$ cat src/mips_decode_macros.svh
// width and register constants for the decode stage shared by the RTL and the testbench
`ifndef MIPS_DECODE_MACROS_SVH
`define MIPS_DECODE_MACROS_SVH

// machine word and address width
`define MIPS_XLEN 32

// general purpose register number width
`define REG_ADDR_W 5

// bytes per instruction
`define PC_STEP 4

// link register written by JAL, JALR and the REGIMM link branches
`define REG_RA 31

`endif

$ cat src/decode_pkg.sv
// shared types for the decode stage with instruction layouts, operation codes and flow classes
`include "mips_decode_macros.svh"

package decode_pkg;

    typedef logic [`MIPS_XLEN-1:0]  virt_t;
    typedef logic [`REG_ADDR_W-1:0] reg_addr_t;

    typedef struct packed {
        logic [5:0] opcode;
        reg_addr_t  rs;
        reg_addr_t  rt;
        reg_addr_t  rd;
        logic [4:0] shamt;
        logic [5:0] funct;
    } r_inst_t;

    typedef struct packed {
        logic [5:0]  opcode;
        reg_addr_t   rs;
        reg_addr_t   rt;
        logic [15:0] imm16;
    } i_inst_t;

    typedef struct packed {
        logic [5:0]  opcode;
        logic [25:0] index26;
    } j_inst_t;

    // one word, three layouts
    typedef union packed {
        r_inst_t r;
        i_inst_t i;
        j_inst_t j;
    } inst_u;

    typedef enum logic [5:0] {
        OP_SLL, OP_SRL, OP_SRA, OP_SLLV, OP_SRLV, OP_SRAV,
        OP_JALR, OP_SYSCALL, OP_BREAK,
        OP_MFHI, OP_MTHI, OP_MFLO, OP_MTLO,
        OP_MULT, OP_MULTU, OP_DIV, OP_DIVU,
        OP_ADD, OP_ADDU, OP_SUB, OP_SUBU,
        OP_AND, OP_OR, OP_XOR, OP_NOR,
        OP_SLT, OP_SLTU, OP_LUI,
        OP_BLTZ, OP_BGEZ, OP_BLTZAL, OP_BGEZAL,
        OP_BEQ, OP_BNE, OP_BLEZ, OP_BGTZ,
        OP_LB, OP_LH, OP_LW, OP_LBU, OP_LHU,
        OP_SB, OP_SH, OP_SW,
        OP_JAL,
        OP_MFC0, OP_MTC0, OP_ERET,
        OP_INVALID
    } op_t;

    typedef enum logic [2:0] {
        CF_NONE,
        CF_BRANCH,
        CF_JUMP,
        CF_CALL,
        CF_RETURN
    } cf_t;

endpackage

$ cat src/decode_if.sv
// combinational decode result passed from the decode blocks into the stage register
`timescale 1ns/100ps

interface decode_if;

    decode_pkg::op_t       op;
    decode_pkg::reg_addr_t rs1;
    decode_pkg::reg_addr_t rs2;
    decode_pkg::reg_addr_t rd;
    logic                  use_imm;
    logic                  imm_signed;
    logic                  is_load;
    logic                  is_store;
    decode_pkg::cf_t       cf;
    logic                  is_controlflow;
    decode_pkg::virt_t     jump_i;
    decode_pkg::virt_t     jump_j;

    modport dec (output op, rs1, rs2, rd, use_imm, imm_signed, is_load, is_store);
    modport cls (output cf, is_controlflow);
    modport tgt (output jump_i, jump_j);
    modport sink (input op, rs1, rs2, rd, use_imm, imm_signed, is_load, is_store,
                  cf, is_controlflow, jump_i, jump_j);

endinterface

$ cat src/branch_classifier.sv
// finds branches, jumps, calls and returns in an instruction and gives its control-flow class
`timescale 1ns/100ps
`include "mips_decode_macros.svh"

module branch_classifier (
    input decode_pkg::inst_u inst,
    decode_if.cls            cls
);

    logic is_special;
    logic is_regimm_br;
    logic is_branch;
    logic is_jump_i;
    logic is_jump_r;
    logic is_call;
    logic is_return;

    assign is_special   = (inst.r.opcode == 6'b000000);
    assign is_regimm_br = (inst.i.opcode == 6'b000001) && (inst.i.rt[3:1] == 3'b000); // rt 0,1,16,17

    assign is_branch = (inst.i.opcode[5:2] == 4'b0001) || is_regimm_br;
    assign is_jump_i = (inst.j.opcode[5:1] == 5'b00001);
    assign is_jump_r = is_special && (inst.r.funct[5:1] == 5'b00100);

    assign is_call = (inst.j.opcode == 6'b000011)
                   || (is_special && inst.r.funct == 6'b001001)
                   || (is_regimm_br && inst.i.rt[4]); // link branches

    assign is_return = is_special && (inst.r.funct == 6'b001000)
                     && (inst.r.rs == `REG_ADDR_W'(`REG_RA));

    always_comb begin
        unique casez ({is_branch, is_return, is_call, is_jump_i | is_jump_r})
            4'b1???: cls.cf = decode_pkg::CF_BRANCH;
            4'b01??: cls.cf = decode_pkg::CF_RETURN;
            4'b001?: cls.cf = decode_pkg::CF_CALL;
            4'b0001: cls.cf = decode_pkg::CF_JUMP;
            default: cls.cf = decode_pkg::CF_NONE;
        endcase
    end

    assign cls.is_controlflow = is_branch | is_jump_i | is_jump_r;

endmodule

$ cat src/target_calc.sv
// precomputes the PC-relative branch target and the region jump target of an instruction
`timescale 1ns/100ps
`include "mips_decode_macros.svh"

module target_calc (
    input decode_pkg::virt_t vaddr,
    input decode_pkg::inst_u inst,
    decode_if.tgt            tgt
);

    decode_pkg::virt_t pc_plus4;
    decode_pkg::virt_t br_offset;

    assign pc_plus4  = vaddr + `MIPS_XLEN'(`PC_STEP);
    assign br_offset = {{(`MIPS_XLEN - 18){inst.i.imm16[15]}}, inst.i.imm16, 2'b00}; // word offset

    assign tgt.jump_i = pc_plus4 + br_offset;
    // 256 MB region of the delay slot
    assign tgt.jump_j = {pc_plus4[`MIPS_XLEN-1 -: 4], inst.j.index26, 2'b00};

endmodule

$ cat src/op_decoder.sv
// main opcode and funct decode into operation, register numbers and operand flags
`timescale 1ns/100ps
`include "mips_decode_macros.svh"

module op_decoder (
    input decode_pkg::inst_u inst,
    decode_if.dec            dec
);

    always_comb begin
        dec.rs1        = '0;
        dec.rs2        = '0;
        dec.rd         = '0;
        dec.op         = decode_pkg::OP_INVALID;
        dec.use_imm    = 1'b0;
        dec.imm_signed = 1'b1;
        dec.is_load    = 1'b0;
        dec.is_store   = 1'b0;

        unique casez (inst.r.opcode)
            6'b000000: begin // SPECIAL
                dec.rs1 = inst.r.rs;
                dec.rs2 = inst.r.rt;
                dec.rd  = inst.r.rd;
                unique case (inst.r.funct)
                    6'b000000: dec.op = decode_pkg::OP_SLL;
                    6'b000010: dec.op = decode_pkg::OP_SRL;
                    6'b000011: dec.op = decode_pkg::OP_SRA;
                    6'b000100: dec.op = decode_pkg::OP_SLLV;
                    6'b000110: dec.op = decode_pkg::OP_SRLV;
                    6'b000111: dec.op = decode_pkg::OP_SRAV;
                    6'b001000: dec.op = decode_pkg::OP_JALR; // JR shares the jump unit
                    6'b001001: dec.op = decode_pkg::OP_JALR;
                    6'b001100: dec.op = decode_pkg::OP_SYSCALL;
                    6'b001101: dec.op = decode_pkg::OP_BREAK;
                    6'b010000: dec.op = decode_pkg::OP_MFHI;
                    6'b010001: dec.op = decode_pkg::OP_MTHI;
                    6'b010010: dec.op = decode_pkg::OP_MFLO;
                    6'b010011: dec.op = decode_pkg::OP_MTLO;
                    6'b011000: dec.op = decode_pkg::OP_MULT;
                    6'b011001: dec.op = decode_pkg::OP_MULTU;
                    6'b011010: dec.op = decode_pkg::OP_DIV;
                    6'b011011: dec.op = decode_pkg::OP_DIVU;
                    6'b100000: dec.op = decode_pkg::OP_ADD;
                    6'b100001: dec.op = decode_pkg::OP_ADDU;
                    6'b100010: dec.op = decode_pkg::OP_SUB;
                    6'b100011: dec.op = decode_pkg::OP_SUBU;
                    6'b100100: dec.op = decode_pkg::OP_AND;
                    6'b100101: dec.op = decode_pkg::OP_OR;
                    6'b100110: dec.op = decode_pkg::OP_XOR;
                    6'b100111: dec.op = decode_pkg::OP_NOR;
                    6'b101010: dec.op = decode_pkg::OP_SLT;
                    6'b101011: dec.op = decode_pkg::OP_SLTU;
                    default:   dec.op = decode_pkg::OP_INVALID;
                endcase
            end

            6'b000001: begin // REGIMM
                dec.rs1     = inst.i.rs;
                dec.rd      = (inst.i.rt[4:1] == 4'b1000) ? `REG_ADDR_W'(`REG_RA) : '0;
                dec.use_imm = 1'b1;
                unique case (inst.i.rt)
                    5'b00000: dec.op = decode_pkg::OP_BLTZ;
                    5'b00001: dec.op = decode_pkg::OP_BGEZ;
                    5'b10000: dec.op = decode_pkg::OP_BLTZAL;
                    5'b10001: dec.op = decode_pkg::OP_BGEZAL;
                    default:  dec.op = decode_pkg::OP_INVALID;
                endcase
            end

            6'b0001??: begin // two-register branches
                dec.rs1 = inst.i.rs;
                dec.rs2 = inst.i.rt;
                unique case (inst.i.opcode[1:0])
                    2'b00: dec.op = decode_pkg::OP_BEQ;
                    2'b01: dec.op = decode_pkg::OP_BNE;
                    2'b10: dec.op = decode_pkg::OP_BLEZ;
                    2'b11: dec.op = decode_pkg::OP_BGTZ;
                endcase
            end

            6'b001???: begin // immediate alu
                dec.rs1        = inst.i.rs;
                dec.rd         = inst.i.rt;
                dec.use_imm    = 1'b1;
                dec.imm_signed = ~inst.i.opcode[2]; // logic ops zero-extend
                unique case (inst.i.opcode[2:0])
                    3'b000: dec.op = decode_pkg::OP_ADD;
                    3'b001: dec.op = decode_pkg::OP_ADDU;
                    3'b010: dec.op = decode_pkg::OP_SLT;
                    3'b011: dec.op = decode_pkg::OP_SLTU;
                    3'b100: dec.op = decode_pkg::OP_AND;
                    3'b101: dec.op = decode_pkg::OP_OR;
                    3'b110: dec.op = decode_pkg::OP_XOR;
                    3'b111: dec.op = decode_pkg::OP_LUI;
                endcase
            end

            6'b100???: begin // loads
                dec.rs1     = inst.i.rs;
                dec.rd      = inst.i.rt;
                dec.is_load = 1'b1;
                unique case (inst.i.opcode[2:0])
                    3'b000:  dec.op = decode_pkg::OP_LB;
                    3'b001:  dec.op = decode_pkg::OP_LH;
                    3'b011:  dec.op = decode_pkg::OP_LW;
                    3'b100:  dec.op = decode_pkg::OP_LBU;
                    3'b101:  dec.op = decode_pkg::OP_LHU;
                    default: dec.op = decode_pkg::OP_INVALID;
                endcase
            end

            6'b101???: begin // stores
                dec.rs1      = inst.i.rs;
                dec.rs2      = inst.i.rt;
                dec.is_store = 1'b1;
                unique case (inst.i.opcode[2:0])
                    3'b000:  dec.op = decode_pkg::OP_SB;
                    3'b001:  dec.op = decode_pkg::OP_SH;
                    3'b011:  dec.op = decode_pkg::OP_SW;
                    default: dec.op = decode_pkg::OP_INVALID;
                endcase
            end

            6'b00001?: begin // J and JAL
                dec.rd = inst.j.opcode[0] ? `REG_ADDR_W'(`REG_RA) : '0;
                dec.op = decode_pkg::OP_JAL;
            end

            6'b010000: begin // COP0
                unique case (inst.r.rs)
                    5'b00000: begin
                        dec.op = decode_pkg::OP_MFC0;
                        dec.rd = inst.r.rt;
                    end
                    5'b00100: begin
                        dec.op  = decode_pkg::OP_MTC0;
                        dec.rs1 = inst.r.rt;
                    end
                    5'b10000: begin
                        dec.op = (inst.r.funct == 6'b011000) ? decode_pkg::OP_ERET
                                                             : decode_pkg::OP_INVALID;
                    end
                    default: dec.op = decode_pkg::OP_INVALID;
                endcase
            end

            default: dec.op = decode_pkg::OP_INVALID;
        endcase
    end

endmodule

$ cat src/decode_stage_reg.sv
// pipeline register that holds the decode response and its valid bit for one cycle
`timescale 1ns/100ps

module decode_stage_reg (
    input  logic                  clk,
    input  logic                  rst,
    input  logic                  inst_valid,
    decode_if.sink                src,
    output logic                  resp_valid,
    output decode_pkg::op_t       resp_op,
    output decode_pkg::reg_addr_t resp_rs1,
    output decode_pkg::reg_addr_t resp_rs2,
    output decode_pkg::reg_addr_t resp_rd,
    output logic                  resp_use_imm,
    output logic                  resp_imm_signed,
    output logic                  resp_is_load,
    output logic                  resp_is_store,
    output logic                  resp_is_controlflow,
    output decode_pkg::cf_t       resp_cf,
    output decode_pkg::virt_t     resp_jump_i,
    output decode_pkg::virt_t     resp_jump_j
);

    always_ff @(posedge clk) begin
        if (rst) begin
            resp_valid          <= 1'b0;
            resp_op             <= decode_pkg::OP_INVALID;
            resp_rs1            <= '0;
            resp_rs2            <= '0;
            resp_rd             <= '0;
            resp_use_imm        <= 1'b0;
            resp_imm_signed     <= 1'b0;
            resp_is_load        <= 1'b0;
            resp_is_store       <= 1'b0;
            resp_is_controlflow <= 1'b0;
            resp_cf             <= decode_pkg::CF_NONE;
            resp_jump_i         <= '0;
            resp_jump_j         <= '0;
        end else begin
            resp_valid <= inst_valid;
            if (inst_valid) begin // fields hold through gaps
                resp_op             <= src.op;
                resp_rs1            <= src.rs1;
                resp_rs2            <= src.rs2;
                resp_rd             <= src.rd;
                resp_use_imm        <= src.use_imm;
                resp_imm_signed     <= src.imm_signed;
                resp_is_load        <= src.is_load;
                resp_is_store       <= src.is_store;
                resp_is_controlflow <= src.is_controlflow;
                resp_cf             <= src.cf;
                resp_jump_i         <= src.jump_i;
                resp_jump_j         <= src.jump_j;
            end
        end
    end

endmodule

$ cat src/mips_decoder.sv
// MIPS32 decode stage top level taking one instruction per strobe and answering a cycle later
`timescale 1ns/100ps
`include "mips_decode_macros.svh"

module mips_decoder (
    input  logic                  clk,
    input  logic                  rst,
    input  logic                  inst_valid,
    input  decode_pkg::virt_t     vaddr,
    input  logic [`MIPS_XLEN-1:0] inst,
    output logic                  resp_valid,
    output decode_pkg::op_t       resp_op,
    output decode_pkg::reg_addr_t resp_rs1,
    output decode_pkg::reg_addr_t resp_rs2,
    output decode_pkg::reg_addr_t resp_rd,
    output logic                  resp_use_imm,
    output logic                  resp_imm_signed,
    output logic                  resp_is_load,
    output logic                  resp_is_store,
    output logic                  resp_is_controlflow,
    output decode_pkg::cf_t       resp_cf,
    output decode_pkg::virt_t     resp_jump_i,
    output decode_pkg::virt_t     resp_jump_j
);

    decode_pkg::inst_u inst_w;

    assign inst_w = decode_pkg::inst_u'(inst); // r/i/j views of the fetched word

    decode_if u_dif ();

    op_decoder u_op_decoder (
        .inst (inst_w),
        .dec  (u_dif)
    );

    branch_classifier u_branch_classifier (
        .inst (inst_w),
        .cls  (u_dif)
    );

    target_calc u_target_calc (
        .vaddr (vaddr),
        .inst  (inst_w),
        .tgt   (u_dif)
    );

    decode_stage_reg u_stage_reg (
        .clk                 (clk),
        .rst                 (rst),
        .inst_valid          (inst_valid),
        .src                 (u_dif),
        .resp_valid          (resp_valid),
        .resp_op             (resp_op),
        .resp_rs1            (resp_rs1),
        .resp_rs2            (resp_rs2),
        .resp_rd             (resp_rd),
        .resp_use_imm        (resp_use_imm),
        .resp_imm_signed     (resp_imm_signed),
        .resp_is_load        (resp_is_load),
        .resp_is_store       (resp_is_store),
        .resp_is_controlflow (resp_is_controlflow),
        .resp_cf             (resp_cf),
        .resp_jump_i         (resp_jump_i),
        .resp_jump_j         (resp_jump_j)
    );

endmodule

$ cat config.mk
export PLATFORM = sky130hd
export DESIGN_NAME = mips_decoder
export DESIGN_NICKNAME = d
export VERILOG_FILES = /design/src/decode_pkg.sv /design/src/decode_if.sv /design/src/branch_classifier.sv /design/src/target_calc.sv /design/src/op_decoder.sv /design/src/decode_stage_reg.sv /design/src/mips_decoder.sv
export VERILOG_INCLUDE_DIRS = /design/src
export SDC_FILE = /design/constraint.sdc
export NUM_CORES = 1
export LEC_CHECK = 0
export ABC_AREA = 0
export BUFFER_PORTS_ARGS = -buffer_cell sky130_fd_sc_hd__buf_2
export CORE_UTILIZATION = 49
export CTS_CLUSTER_SIZE = 30
export DETAILED_ROUTE_END_ITERATION = 8
export PLACE_DENSITY = 0.77
export SYNTH_ARGS = -nofsm -noshare
export SYNTH_HDL_FRONTEND = slang
export SYNTH_SLANG_ARGS = --single-unit
$ cat constraint.sdc
create_clock -name clk -period 3.15 [get_ports clk]
set_clock_uncertainty 0.1 [all_clocks]
set_input_delay 0.315 -clock clk [delete_from_list [all_inputs] [get_ports clk]]
set_output_delay 0.315 -clock clk [all_outputs]
set_load 0.05 [all_outputs]
==> Word level (Yosys, flattened, before mapping) <==
Memories as Yosys holds them, arrays and structs flattened.
Cells that the tools add are included.
{ "op_classes": {"addsub": 2, "mul": 0, "div_mod_pow": 0, "order_cmp": 0, "eq_ne": 29, "shifts": 0, "mux": 19, "n_bitwise": 4, "reduce_logical": 19} }
{ "op_table": {"columns": ["operator", "n"], "rows": [
  ["case mux 5 bit (5 select lines)", 2],
  ["case mux 6 bit (4 select lines)", 2],
  ["case mux 6 bit (8 select lines)", 1],
  ["adder 32 x 3 -> 32 bit (second input constant)", 1],
  ["adder 32 bit", 1],
  ["two-way mux 5 bit", 6],
  ["equality test 5 bit (second input constant)", 4],
  ["case mux 6 bit (3 select lines)", 1],
  ["case mux 5 bit (3 select lines)", 1],
  ["equality test 3 bit (second input constant)", 4],
  ["equality test 6 x 4 -> 1 bit (second input constant)", 2],
  ["equality test 6 x 5 -> 1 bit (second input constant)", 2],
  ["case mux 3 bit (4 select lines)", 1],
  ["equality test 5 x 1 -> 1 bit (second input constant)", 2],
  ["equality test 5 x 3 -> 1 bit (second input constant)", 2],
  ["zero test 5 bit", 2],
  ["case mux 5 bit (2 select lines)", 1],
  ["equality test 3 x 1 -> 1 bit (second input constant)", 3],
  ["equality test 4 x 1 -> 1 bit (second input constant)", 2],
  ["equality test 6 x 1 -> 1 bit (second input constant)", 1],
  ["equality test 6 x 2 -> 1 bit (second input constant)", 1],
  ["logical AND 1 bit", 6],
  ["zero test 3 bit", 2],
  ["zero test 6 bit", 1],
  ["12 further kinds", 22]
]} }
{ "word_totals": {"register_bits": 92, "latchBits": 0, "ram_bits": 0, "rom_bits": 416, "inputBits": 67, "output_inout_bits": 94, "memories": 2} }
{ "memory_table": {"columns": ["memory", "depth", "word_bits", "rd", "rd_clocked_by_memory_dff", "write_ports", "line", "text"], "rows": [
  ["(no name shown)", 64, 6, 1, 0, 0, "op_decoder.sv:25", "unique case (inst.r.funct)"],
  ["(no name shown)", 8, 4, 1, 0, 0, "op_decoder.sv:87", "unique case (inst.i.opcode[2:0])"]
]} }

==> Depth between registers and ports, before layout <==
{ "logic_depth": {"depth_word": 6, "ltp_mapped": 15} }

==> By module <==
Synthesis repeated with hierarchy kept, for this count alone.
{ "hier_totals": {"cells_unflattened": 803, "area_unflattened_um2": 6937.9} }
{ "modules_own_cells": {"columns": ["module", "n_inst", "cells_each", "area_each_um2"], "rows": [
  ["decode_stage_reg", 1, 302, 3378.2],
  ["target_calc", 1, 318, 2373.5],
  ["op_decoder", 1, 165, 1063.5],
  ["branch_classifier", 1, 18, 122.6]
]} }

==> Least setup slack after synthesis <==
No wires, ideal clock.
{ "synth_path": {"path_type": "input-to-reg", "from": "input port vaddr[7]", "to": "register u_stage_reg.resp_jump_i[31]", "t_arrival_ns": 3.075, "required_ns": 2.923, "path_slack_ns": -0.152, "stages": 14, "n_path_buf": 1, "cell_sequence": "nand4_2 -> or4_4 -> nor2_1 -> nand4_1 -> xnor2_1 -> ha_1 -> clkbuf_1 -> a21oi_1 -> o21ai_0 -> a21oi_1 -> o21ai_0 -> a31o_2 -> and3_1 -> or3_1"} }
{ "synth_via": {"elab_chain_len": 2} }
{ "synth_lines": {"columns": ["element", "line", "text"], "rows": [
  ["from (decl)", "mips_decoder.sv:9", "input decode_pkg::virt_t vaddr,"],
  ["adder 32 x 3 -> 32 bit", "target_calc.sv:14", "assign pc_plus4 = vaddr + `MIPS_XLEN'(`PC_STEP);"],
  ["adder 32 bit", "target_calc.sv:17", "assign tgt.jump_i = pc_plus4 + br_offset;"],
  ["to (signal assigned)", "decode_stage_reg.sv:52", "resp_jump_i <= src.jump_i;"],
  ["to (decl)", "decode_stage_reg.sv:20", "output decode_pkg::virt_t resp_jump_i,"]
]} }
Every way passes these cells.
A chain may end at the register's enable or synchronous reset.

==> Worst setup path after layout <==
{ "layout_path": {"from": "input port vaddr[9]", "to": "register u_stage_reg.resp_jump_i[26]"} }
Same word-level chain as after synthesis.

==> impl_metrics.yaml <==
outcome:
  status: "finished clean"
synth:
  yosysTopAreaCellShare: 0.286
  syn_inst: 843
  synthesis.area_mm2: 0.00643
  synth_enable_flop_cells: 0
  ys_seq_area_frac: 0.286
  cells_taking_the_most_area_after_synthesis: "sky130_fd_sc_hd__dfxtp_1, sky130_fd_sc_hd__ha_1, sky130_fd_sc_hd__nor2_1"
  synth.distinct_cells: 64
  synth_top_cells_by_count: "sky130_fd_sc_hd__nor2_1, sky130_fd_sc_hd__dfxtp_1, sky130_fd_sc_hd__nand2_1"
  most_used_standard_cell_by_instance_count_after_synthesis: "sky130_fd_sc_hd__nor2_1"
  synth_area_per_cell_um2: 7.63
  synth-async-reset-ratio: 0
  ys_ff_latch: 92
  synth_area_leader_cell: "sky130_fd_sc_hd__dfxtp_1"
  ys_warn_count: 0
  synthFlopType: "sky130_fd_sc_hd__dfxtp_1"
routing:
  firstDrtPassIters: 5
  routedWlPerCell_um: 15.9
  wl_um: 20000
  vias_after_detailed_routing: 7088
  route.detailed.drc: 0
  ant_nets: 0
  detailedRoute.firstIterationViolations: 608
  drt-vias-per-instance: 5.64
power_and_ir_drop:
  power.static_leakage_nw: 4.05
  combinationalPowerShare: 0.349
  power.share.switching: 0.366
  internal_power_w: 0.00244
  power.switching_w: 0.00141
  power.density_cell_area_mw_per_mm2: 447
  clkPwrFrac: 0.316
  seq_power_share: 0.335
  max-vdd-ir-drop_uv: 282
  finalPower_w: 0.00385
clock_tree:
  worstSkewPairLatency_ns: 0.35
  clock-sinks: 92
  ctsRootBufferMaster: "sky130_fd_sc_hd__clkbuf_16"
  clock_transition_at_the_registers_of_the_reported_paths_ns: 0.07
  number_of_h_tree_levels: 3
  tritoncts: "built"
  cts_inserted_buffers: 9
  ctsLongestPathBuffers: 2
worst_setup_path:
  timing.setup.critical_path_class: "in -> reg"
  worst-r2r-cell-count: 2
  max_fo_critical_path: 4
  ff2ff_setup_slack_ns: 2.11
  critPathMaxStageDelay_ns: 0.46
  cp-end-kind: "flip-flop"
  critical_path.slowest_cell: "sky130_fd_sc_hd__or4_4"
  worstPathBufferInverterCount: 2
  reg2reg_start: "u_stage_reg.resp_jump_i[31]"
  critPathLaunchType: "input pin"
  worst_ep_required_time_ns: 3.32
  most_common_cell_on_crit_path: "sky130_fd_sc_hd__nand2_1"
  crit_arrival_ns: 3.21
  cells_along_the_critical_path: "buf_2, nand4_4, buf_6, or4_4, nor2_4, nand2_1, xnor2_2, ha_1, a21oi_2, o21ai_1, a221o_1, a21oi_4, nand2_1, mux2_2, o22ai_1"
  worstReg2RegEnd: "u_stage_reg.resp_jump_i[31]"
  critical-path-top-delay-family: "compound AO/OA/AOI/OAI gates"
global_route:
  grt_antenna_before_repair: 0
  grt_first_pass_wirelength_um: 31100
  track_usage: 0.293
  grt_pass1_vias: 6350
  grt_overflow_total: 0
  grt_max_degree: 84
sta:
  timing_hold_violations_final: 0
  maxClockFrequency_mhz: 329
  finalSetupViolCount: 0
  slew_headroom: 0.405
  setup_repair_after_global_routing_missed_its_margin: "false"
  worst_max_slew_pin_slew_ns: 0.893
  fin_crit_sh: 0.964
  timing.final.max_slew_violations: 0
  postLayoutSetupSlackWorst_ns: 0.113
  finalHoldWorstSlack_ns: 0.107
  final_period_minus_worst_setup_slack_ns: 3.04
place:
  placed_cells: 1237
  dpl_worst_slack_ns: -0.440
  place.detailed.hpwl_um: 14900
  area_after_detailed_placement_mm2: 0.00810
  io_buffers: 158
  place.gp.congestion: 0.951
die:
  fp.dieArea_mm2: 0.0136
  boundaryPins: 161
  start_util: 0.505
  die_height_um: 117
  core-area_mm2: 0.0127
  die-width_um: 117
  placement_rows: 41
min_path:
  timing.hold.worst_endpoint: "u_stage_reg.resp_jump_i[1]"
  min-delay-start: "vaddr[1]"
  hold_depth: 3
  worst_hold_path_type: "in -> reg"
final_layout:
  layout.cells.non_filler: 1256
  finish.instance_area_mm2: 0.00862
  antennaDiodeCount: 0
  finalNetCount: 1187
  post_route_cells_drive_above_1_share: 0.306
  areaGrowthSynthToFinish_pct: 34.1
job:
  max_cap_viol_count: 0
-- kinds of logic after synthesis --
kind of cell / count (synthesis) / synth area share
other cells: 1 / 0.000583
flops: 92 / 0.286
simple gates: 318 / 0.229
buf+inv: 78 / 0.0467
fa+ha+maj: 41 / 0.0809
xor+xnor: 49 / 0.0689
mux: 46 / 0.0720
compound gates: 218 / 0.216
-- flip-flops by register name (all words and copies together), names as in the netlist, 3 cells and up --
signal                   count
u_stage_reg.resp_rs2         5
u_stage_reg.resp_rs1         5
u_stage_reg.resp_jump_i     32
u_stage_reg.resp_jump_j     30
u_stage_reg.resp_op          6
u_stage_reg.resp_cf          3
u_stage_reg.resp_rd          5
-- how the worst max path moves through the flow --
stage / from / end / slack (ns) / cells past startpoint
floorplan: vaddr[13] / u_stage_reg.resp_jump_i[31] / 0.02 / 14
global placement: vaddr[7] / u_stage_reg.resp_jump_i[30] / -0.33 / 15
detailed placement: vaddr[7] / u_stage_reg.resp_jump_i[30] / -0.44 / 15
CTS: vaddr[7] / u_stage_reg.resp_jump_i[29] / 0.03 / 15
global route: vaddr[14] / u_stage_reg.resp_jump_i[25] / 0.008 / 14
finish: vaddr[9] / u_stage_reg.resp_jump_i[26] / 0.11 / 15
-- area by class of cell --
cell class / instances / area (um^2)
Timing Repair Buffer: 272 / 1660
Tap cell: 172 / 215
Multi-Input combinational cell: 674 / 4470
Clock inverter: 7 / 103
Clock buffer: 9 / 225
Inverter: 30 / 113
Sequential cell: 92 / 1840
Fill cell: 1107 / 4100
-- stage by stage --
stage	utilization	TNS, ns
5_1_grt	0.678	0
3_5_place_dp	0.637	-3.03
6_report	0.678	0
4_1_cts	0.663	0
3_3_place_gp	0.637	-1.99
2_1_floorplan	-	0
-- what timing repair did --
item	4_1_cts	5_1_grt
pin swaps	0	18
hold endpoints to repair	0	0
gates resized for setup	4	41
buffers inserted	0	3
hold buffers	0	0
setup endpoints to repair	2	11
-- cells in the final DEF, fill, tap and decap left out, drive strengths merged, types with 7 or more instances in the layout --
cell type / n
a211oi: 13
a21o: 11
a21oi: 74
a31oi: 7
and3: 7
buf: 272
clkbuf: 9
dfxtp: 92
ha: 40
inv: 33
mux2i: 44
nand2: 77
nand2b: 7
nand3: 32
nand4: 19
nor2: 123
nor2b: 8
nor3: 19
o211ai: 7
o21ai: 44
o22ai: 7
xnor2: 29
xor2: 19
-- power groups by stage --
stage	clock network [W]	logic [W]	registers, W
2_1_floorplan	0	0.000557	0.00160
4_1_cts	0.00124	0.00130	0.00129
5_1_grt	0.00128	0.00145	0.00130
3_3_place_gp	0	0.00128	0.00131
3_5_place_dp	0	0.00129	0.00131
6_report	0.00122	0.00135	0.00129
-- metal layers --
metal,GRT usage,routed length [um],up-vias
li1,-,-,3501
met1,0.391,9080,3290
met2,0.475,9260,265
met3,0.0545,1220,32
met4,0.0979,395,0
met5,0,0,-
-- worst min-delay path: stages --
cell,delay (ns)
sky130_fd_sc_hd__buf_2,0.07
sky130_fd_sc_hd__mux2i_1,0.06
sky130_fd_sc_hd__nor2_1,0.08
(Power assumes the default switching activity.)
